## src/verilog/gpr_pkg.sv

```systemverilog
`default_nettype none

package gpr_pkg;

	// operand and register index widths
	localparam int gpr_data_w = 32;
	localparam int gpr_addr_w = 5;
	// number of architectural registers
	localparam int gpr_num_regs = 2 ** gpr_addr_w;

	// one operand word
	typedef logic [gpr_data_w-1:0] gpr_data_t;

	// one register index
	typedef logic [gpr_addr_w-1:0] gpr_addr_t;

	// read request of one operand port, 6 bits
	typedef struct packed {
		logic en;
		gpr_addr_t addr;
	} gpr_rd_req_t;

	// one write, 38 bits
	// used for both write-back sources and the merged port
	typedef struct packed {
		logic en;
		gpr_addr_t addr;
		gpr_data_t data;
	} gpr_wr_t;

endpackage

`default_nettype wire

```

## src/verilog/gpr_wb_arbiter.sv

```systemverilog
`timescale 1ns/10ps
`default_nettype none

module gpr_wb_arbiter
	import gpr_pkg::*;
(
	// write-back source a, higher priority
	input wire gpr_wr_t wb_a,
	// write-back source b, dropped when a is also writing
	input wire gpr_wr_t wb_b,
	// write-back stage stalled
	input wire wb_freeze,
	// pipeline flush
	input wire flushpipe,
	// merged write port toward the storage
	output gpr_wr_t wr_port
);

	// source chosen by priority
	gpr_wr_t sel;
	// write allowed by pipeline control
	logic wr_allow;

	// fixed priority
	// a wins whenever its enable is up
	// b only gets the port on a free cycle
	always_comb begin
		if (wb_a.en) begin
			sel = wb_a;
		end else begin
			sel = wb_b;
		end
	end

	// no commit while write-back is frozen
	// a flush also kills the write, the result belongs to a squashed op
	assign wr_allow = ~wb_freeze & ~flushpipe;

	// address and data straight from the winner
	// only the enable is qualified
	always_comb begin
		wr_port.en = sel.en & wr_allow;
		wr_port.addr = sel.addr;
		wr_port.data = sel.data;
	end

endmodule

`default_nettype wire

```

## src/verilog/gpr_storage.sv

```systemverilog
`timescale 1ns/10ps
`default_nettype none

module gpr_storage
	import gpr_pkg::*;
#(
	// register 0 hardwired to zero
	parameter bit zero_reg = 1'b1
) (
	input wire clk,
	input wire rst,
	// gated read requests
	input wire gpr_rd_req_t rd_a,
	input wire gpr_rd_req_t rd_b,
	input wire gpr_rd_req_t rd_c,
	// merged write port
	input wire gpr_wr_t wr_port,
	// registered read data
	output gpr_data_t raw_a,
	output gpr_data_t raw_b,
	output gpr_data_t raw_c
);

	// flop-based register array
	gpr_data_t regs [gpr_num_regs];
	// effective write strobe after the zero-register filter
	logic wr_en;
	// read ports as an array, index 0..2 is a, b, c
	gpr_rd_req_t rd_req [3];
	gpr_data_t raw [3];

	// read value of one index
	// r0 forced to zero when hardwired
	function automatic gpr_data_t read_word(input gpr_addr_t addr);
		if (zero_reg && addr == '0) begin
			return '0;
		end
		return regs[addr];
	endfunction

	// writes to r0 dropped when it is hardwired
	assign wr_en = wr_port.en && !(zero_reg && wr_port.addr == '0);

	// single write port
	// no bypass, a read at the same edge sees the old word
	always_ff @(posedge clk or posedge rst) begin
		if (rst) begin
			for (int i = 0; i < gpr_num_regs; i++) begin
				regs[i] <= '0;
			end
		end else if (wr_en) begin
			regs[wr_port.addr] <= wr_port.data;
		end
	end

	assign rd_req[0] = rd_a;
	assign rd_req[1] = rd_b;
	assign rd_req[2] = rd_c;

	// three registered read ports
	// output holds until the next enabled read
	for (genvar p = 0; p < 3; p++) begin : g_rd
		always_ff @(posedge clk or posedge rst) begin
			if (rst) begin
				raw[p] <= '0;
			end else if (rd_req[p].en) begin
				raw[p] <= read_word(rd_req[p].addr);
			end
		end
	end

	assign raw_a = raw[0];
	assign raw_b = raw[1];
	assign raw_c = raw[2];

	// write-back must present a clean index when it commits
	a_wr_addr_known: assert property (@(posedge clk) disable iff (rst)
		wr_port.en |-> !$isunknown(wr_port.addr))
		else $error("write with unknown address");

endmodule

`default_nettype wire

```

## src/verilog/gpr_operand_hold.sv

```systemverilog
`timescale 1ns/10ps
`default_nettype none

module gpr_operand_hold
	import gpr_pkg::*;
(
	input wire clk,
	input wire rst,
	// consuming stage frozen
	input wire freeze,
	// operand straight from the storage read port
	input wire gpr_data_t raw,
	// operand toward the consuming stage
	output gpr_data_t operand
);

	// held copy present
	logic valid;
	// copy of the operand taken at the first frozen edge
	gpr_data_t held;

	// control flag
	// set once on the first frozen edge
	// cleared on the first edge with the stage running again
	always_ff @(posedge clk or posedge rst) begin
		if (rst) begin
			valid <= 1'b0;
		end else if (freeze && !valid) begin
			valid <= 1'b1;
		end else if (!freeze) begin
			valid <= 1'b0;
		end
	end

	// capture only once per freeze
	// later raw changes must not leak into a stalled stage
	always_ff @(posedge clk or posedge rst) begin
		if (rst) begin
			held <= '0;
		end else if (freeze && !valid) begin
			held <= raw;
		end
	end

	// zero-cycle output path
	// copy while valid, live read data otherwise
	assign operand = valid ? held : raw;

endmodule

`default_nettype wire

```

## src/verilog/gpr_file.sv

```systemverilog
`timescale 1ns/10ps
`default_nettype none

module gpr_file
	import gpr_pkg::*;
#(
	// register 0 hardwired to zero
	parameter bit zero_reg = 1'b1
) (
	input wire clk,
	input wire rst,
	// pipeline control
	input wire id_freeze,
	input wire ex_freeze,
	input wire wb_freeze,
	input wire flushpipe,
	// write-back sources, a has priority
	input wire gpr_wr_t wb_a,
	input wire gpr_wr_t wb_b,
	// operand read requests from decode
	input wire gpr_rd_req_t rd_a,
	input wire gpr_rd_req_t rd_b,
	input wire gpr_rd_req_t rd_c,
	// operands toward execute
	output gpr_data_t data_a,
	output gpr_data_t data_b,
	output gpr_data_t data_c
);

	// read requests after the decode freeze gate
	gpr_rd_req_t rd_a_g;
	gpr_rd_req_t rd_b_g;
	gpr_rd_req_t rd_c_g;
	// merged write port
	gpr_wr_t wr_port;
	// registered read data before the hold stages
	gpr_data_t raw_a;
	gpr_data_t raw_b;
	gpr_data_t raw_c;

	// a stalled decode issues no new reads on any port
	// index passes through unchanged
	always_comb begin
		rd_a_g.en = rd_a.en & ~id_freeze;
		rd_a_g.addr = rd_a.addr;
		rd_b_g.en = rd_b.en & ~id_freeze;
		rd_b_g.addr = rd_b.addr;
		rd_c_g.en = rd_c.en & ~id_freeze;
		rd_c_g.addr = rd_c.addr;
	end

	// two write-back sources onto one port
	gpr_wb_arbiter i_wb_arbiter (
		.wb_a(wb_a),
		.wb_b(wb_b),
		.wb_freeze(wb_freeze),
		.flushpipe(flushpipe),
		.wr_port(wr_port)
	);

	// 3r1w flop array
	gpr_storage #(
		.zero_reg(zero_reg)
	) i_storage (
		.clk(clk),
		.rst(rst),
		.rd_a(rd_a_g),
		.rd_b(rd_b_g),
		.rd_c(rd_c_g),
		.wr_port(wr_port),
		.raw_a(raw_a),
		.raw_b(raw_b),
		.raw_c(raw_c)
	);

	// port a feeds decode-side logic, follows the decode freeze
	gpr_operand_hold hold_a (
		.clk(clk),
		.rst(rst),
		.freeze(id_freeze),
		.raw(raw_a),
		.operand(data_a)
	);

	// ports b and c are consumed in execute
	// a new read may land in storage while execute is still frozen
	gpr_operand_hold hold_b (
		.clk(clk),
		.rst(rst),
		.freeze(ex_freeze),
		.raw(raw_b),
		.operand(data_b)
	);

	gpr_operand_hold hold_c (
		.clk(clk),
		.rst(rst),
		.freeze(ex_freeze),
		.raw(raw_c),
		.operand(data_c)
	);

	// read gate and hold stage together keep operand a steady
	// across consecutive frozen edges
	a_data_a_stable: assert property (@(posedge clk) disable iff (rst)
		id_freeze && $past(id_freeze) |-> $stable(data_a))
		else $error("data_a changed during decode freeze");

endmodule

`default_nettype wire

```

## config.mk

```make
export PLATFORM = sky130hd
export DESIGN_NAME = gpr_file
export DESIGN_NICKNAME = d
export VERILOG_FILES = /design/src/verilog/gpr_pkg.sv /design/src/verilog/gpr_wb_arbiter.sv /design/src/verilog/gpr_storage.sv /design/src/verilog/gpr_operand_hold.sv /design/src/verilog/gpr_file.sv
export SDC_FILE = /design/constraint.sdc
export NUM_CORES = 2
export LEC_CHECK = 0
export BUFFER_PORTS_ARGS = -buffer_cell sky130_fd_sc_hd__buf_2
export CAP_MARGIN = 20
export CELL_PAD_IN_SITES_DETAIL_PLACEMENT = 1
export CELL_PAD_IN_SITES_GLOBAL_PLACEMENT = 2
export CORE_MARGIN = 2
export CORE_UTILIZATION = 43
export CTS_BUF_LIST = sky130_fd_sc_hd__clkbuf_4 sky130_fd_sc_hd__clkbuf_8 sky130_fd_sc_hd__clkbuf_16
export CTS_CLUSTER_DIAMETER = 150
export CTS_CLUSTER_SIZE = 20
export DETAILED_ROUTE_END_ITERATION = 7
export HOLD_SLACK_MARGIN = 0.06
export PLACE_DENSITY_LB_ADDON = 0.08
export SLEW_MARGIN = 30
export SYNTH_ARGS = -nofsm -noshare
export SYNTH_HDL_FRONTEND = slang
export SYNTH_SLANG_ARGS = --single-unit
```

## constraint.sdc

```tcl
create_clock -name clk -period 57.9 [get_ports clk]
set_input_delay 11.58 -clock clk [delete_from_list [all_inputs] [get_ports clk]]
set_output_delay 11.58 -clock clk [all_outputs]
set_load 0.1 [all_outputs]
```

==> impl_summary.txt <==
----------------------------------------------------
[Outcome]
  Run status ... complete, no violations

[Floorplan]
  Die area ... 167000 um^2
  Number of primary I/O pins ... about 200
  Initial core utilization ... 0.433
  Placeable Area ... 163000 um^2
  DIE WIDTH ... 409 um
  Die outline height ... 409 um
  Row count ... 148

[Global routing]
  GR met1 Demand/Resource ... 0.468
  Global routing met3 resource utilization ... 0.0399
  Number of global-route vias before repair ... between 50000 and 60000
  Leftover overflow at the end of global routing ... 0
  Global routing usage summed across all routing layers ... 0.332
  Global-route wire length before repair ... slightly above 400000 um
  Initial antenna violation count ... 7
  GR Layer Usage met2 ... 0.540
  Pin count of the biggest net entering global routing ... 162
  GRT Max-Usage Layer ... met2

[Job]
  Max-cap violations ... 0

[Setup path]
  Cell mode on critical path ... buf_4
  Cell breakdown of the critical path ... buf_8 > buf_4 > buf_4 > buf_4 > nor2_1 > a31o_2 > buf_4 > a211oi_1 > a22o_1
  Launching point of the worst reg2reg path ... hold_b.valid
  Critical-path maximum fanout ... 63
  Required time of the critical path ... around 60 ns
  Worst stage delay on the critical path ... 0.70 ns
  Worst-case register-to-register setup slack ... 55.13 ns
  Critical Setup Path Class ... input pin to flip-flop
  Critical path launch point type ... input pin
  Data arrival time of the worst path ... 15.71 ns
  Endpoint kind of the worst setup timing path ... flip-flop
  Dominant delay contributor by cell family on the critical path ... buffers and inverters
  FF-to-FF path depth ... 4
  Path length in cells of the critical path ... 9
  Capture instance of the worst register-to-register path ... hold_b.held[19]
  Buffer and inverter count on the worst path ... 5
  CP max stage cell ... buf_4

[Power]
  Leakage dissipation ... about 32 nW
  Largest vdd supply drop ... 0.0259 mV
  PwrDens ... 30.3 nW/um^2

[Timing]
  Skew final ... ~0.023 ns
  Slew at the pin closest to its max-slew limit ... between 1 and 1.5 ns
  Min Hold Slack ... 0.421 ns
  Max transition margin ... 0.268
  Unrepaired setup endpoints after global routing ... false
  Share of the cycle needed by the critical path after routing ... 0.260
  Setup tns final ... 0 ns
  Final setup violation count ... 0
  Final hold violation count ... 0
  Fmax ... between 0.06 and 0.07 GHz
  Tmin final ... 15.08 ns
  Number of pins with negative max-slew slack in the final report ... 0

[Clocking]
  Root buffer cell ... clkbuf_16
  Insertion delay of the later-clocked pin in the worst-skew pair ... roughly 0.7 ns
  Number of resized instances in the post-cts repair step ... 0
  Clock tree from TritonCTS ... built
  TritonCTS Sinks ... 1219
  Max Buffers Root-to-Sink ... 3
  H-tree lvl count ... 3
  Cts-stage hold buffer count ... 0
  CTS clock-pin slew for the worst setup and hold paths ... 0.09 ns
  Post-CTS Setup Repair Bufs ... 0
  Number of CTS-inserted buffers ... 70

[Route]
  Average via count per standard cell ... 6.42
  Remaining antenna violation count after routing ... 0
  DRC violations left ... 0
  Router iterations before antenna repair ... 5
  Number of DRC markers after the initial detailed-route iteration ... ~4400
  Post-detailed-route wirelength per cell ... 33.4 um
  Total number of vias ... about 53000
  Drt total wl ... 277000 um

[Cells and area]
  Fraction of layout instances using a drive strength above 1 ... 0.296
  Final core utilization ... 0.461
  Count of fill cells added during filler insertion ... 17300
  Final-stage net count ... around 6200
  Area growth, synth to finish ... 6.55%

[Synthesis]
  Nets in the synthesized netlist ... 6462
  Mapped Area ... 70400 um^2
  Post-synth EDFFs ... 0
  Main synth FF type ... dfrtp_1
  Mapped Cells ... 6362
  Count of synthesis-stage warnings from yosys ... 0
  Number of library cell types mapped by synthesis ... 55
  Post-synthesis sequential area ratio ... 0.434
  Async set-reset flop share out of synthesis ... 1.00
  Number of flip-flops and latches in the synthesized netlist ... 1219
  Post-synthesis average cell area ... 11.1 um^2

[Min path]
  Worst Hold Endpoint ... i_storage.regs[1009]
  Class of the tightest hold or removal check ... flip-flop to flip-flop
  Number of stages on the worst hold path ... 0
  Launch instance of the worst min-delay path ... i_storage.regs[1009]

[Placed design]
  Post-DP HPWL ... 162000 um
  IO Port Bufs ... 195
  Routability Congestion ... 0.805

----------------------------------------------------
## power by group
part / leakage (nW) / total (mW) / internal (mW) / switching [mW]
combinational: 15.4 / 0.625 / 0.270 / 0.354
sequential: 16.2 / 1.11 / 0.982 / 0.127
clock: 0.913 / 0.536 / 0.227 / 0.308
## area by class of cell
cell class | instances | area [um^2] | area share
inverter | 8 | 37.5 | 0.000501
sequential | 1219 | 30500 | 0.407
multi-input combinational | 4454 | 36900 | 0.493
clock buffer | 76 | 1850 | 0.0247
timing repair buffer | 380 | 2910 | 0.0388
antenna | 5 | 12.5 | 0.000167
tap | 2175 | 2720 | 0.0363
## flip-flops by register name, summed over array words and instances, names as in the netlist
signal,flops
i_storage.regs,1024
hold_a.held,32
hold_b.held,32
hold_c.held,32
i_storage.raw_a,32
i_storage.raw_b,32
i_storage.raw_c,32
hold_a.valid,1
hold_b.valid,1
hold_c.valid,1
## kinds of logic (layout without fill, tap and decap cells)
kind of cell,count (synthesis),in the layout,share of synthesized area
flip-flops,1219,1219,0.434
other,0,5,0
multiplexers,1373,1373,0.294
AND/OR/NAND/NOR,1581,1581,0.100
buffers and inverters,689,464,0.0483
AO/OA/AOI/OAI,1500,1500,0.124
## cell usage in the layout (no fill, tap or decap), types with 111 or more instances in the layout
cell,Yosys,routed
mux2i_1,143,111
buf_4,67,142
mux4_2,479,479
o22ai_1,282,282
o21ai_0,414,414
nand2_1,588,588
buf_2,141,185
mux2_2,750,750
nor2_1,613,613
dfrtp_1,1219,1216
a21oi_1,484,484
## routing by layer
| layer | routed length, um | up-vias |
|---|---|---|
| li1 | - | 22900 |
| met1 | 123000 | 28600 |
| met2 | 131000 | 1570 |
| met3 | 15200 | 356 |
| met4 | 7490 | 4 |
| met5 | 26 | - |
## cell usage after synthesis (105+ instances only)
cell type	count	share of area
dfrtp_1	1219	0.43
mux2_2	750	0.12
nor2_1	613	0.033
nand2_1	588	0.031
a21oi_1	484	0.034
mux4_2	479	0.15
o21ai_0	414	0.029
clkbuf_1	389	0.021
o22ai_1	282	0.025
mux2i_1	143	0.020
buf_2	141	0.010
nand2b_1	105	0.0093
## through the flow
stage	total power [mW]	instance area, um^2	std cells	worst slack [ns]
3_5_place_dp	1.75	73000	8233	42.06
4_1_cts	2.28	74900	8309	42.84
6_report	2.27	75000	8317	42.82
2_1_floorplan	1.58	70400	6362	11.97
3_3_place_gp	1.72	72600	8208	42.11
5_1_grt	2.38	75000	8312	42.68
## how the worst max path moves through the flow
stage               startpoint             endpoint  slack (ns)
global route           rd_c[1]   i_storage.raw_c[1]       42.68
global placement       rd_c[1]   i_storage.raw_c[4]       42.11
finish                 rd_c[1]  i_storage.raw_c[15]       42.82
detailed placement         rst  i_storage.regs[212]       42.06
CTS                        rst  i_storage.regs[180]       42.84
floorplan                  rst       hold_a.held[0]       11.97
(Power assumes the default switching activity.)
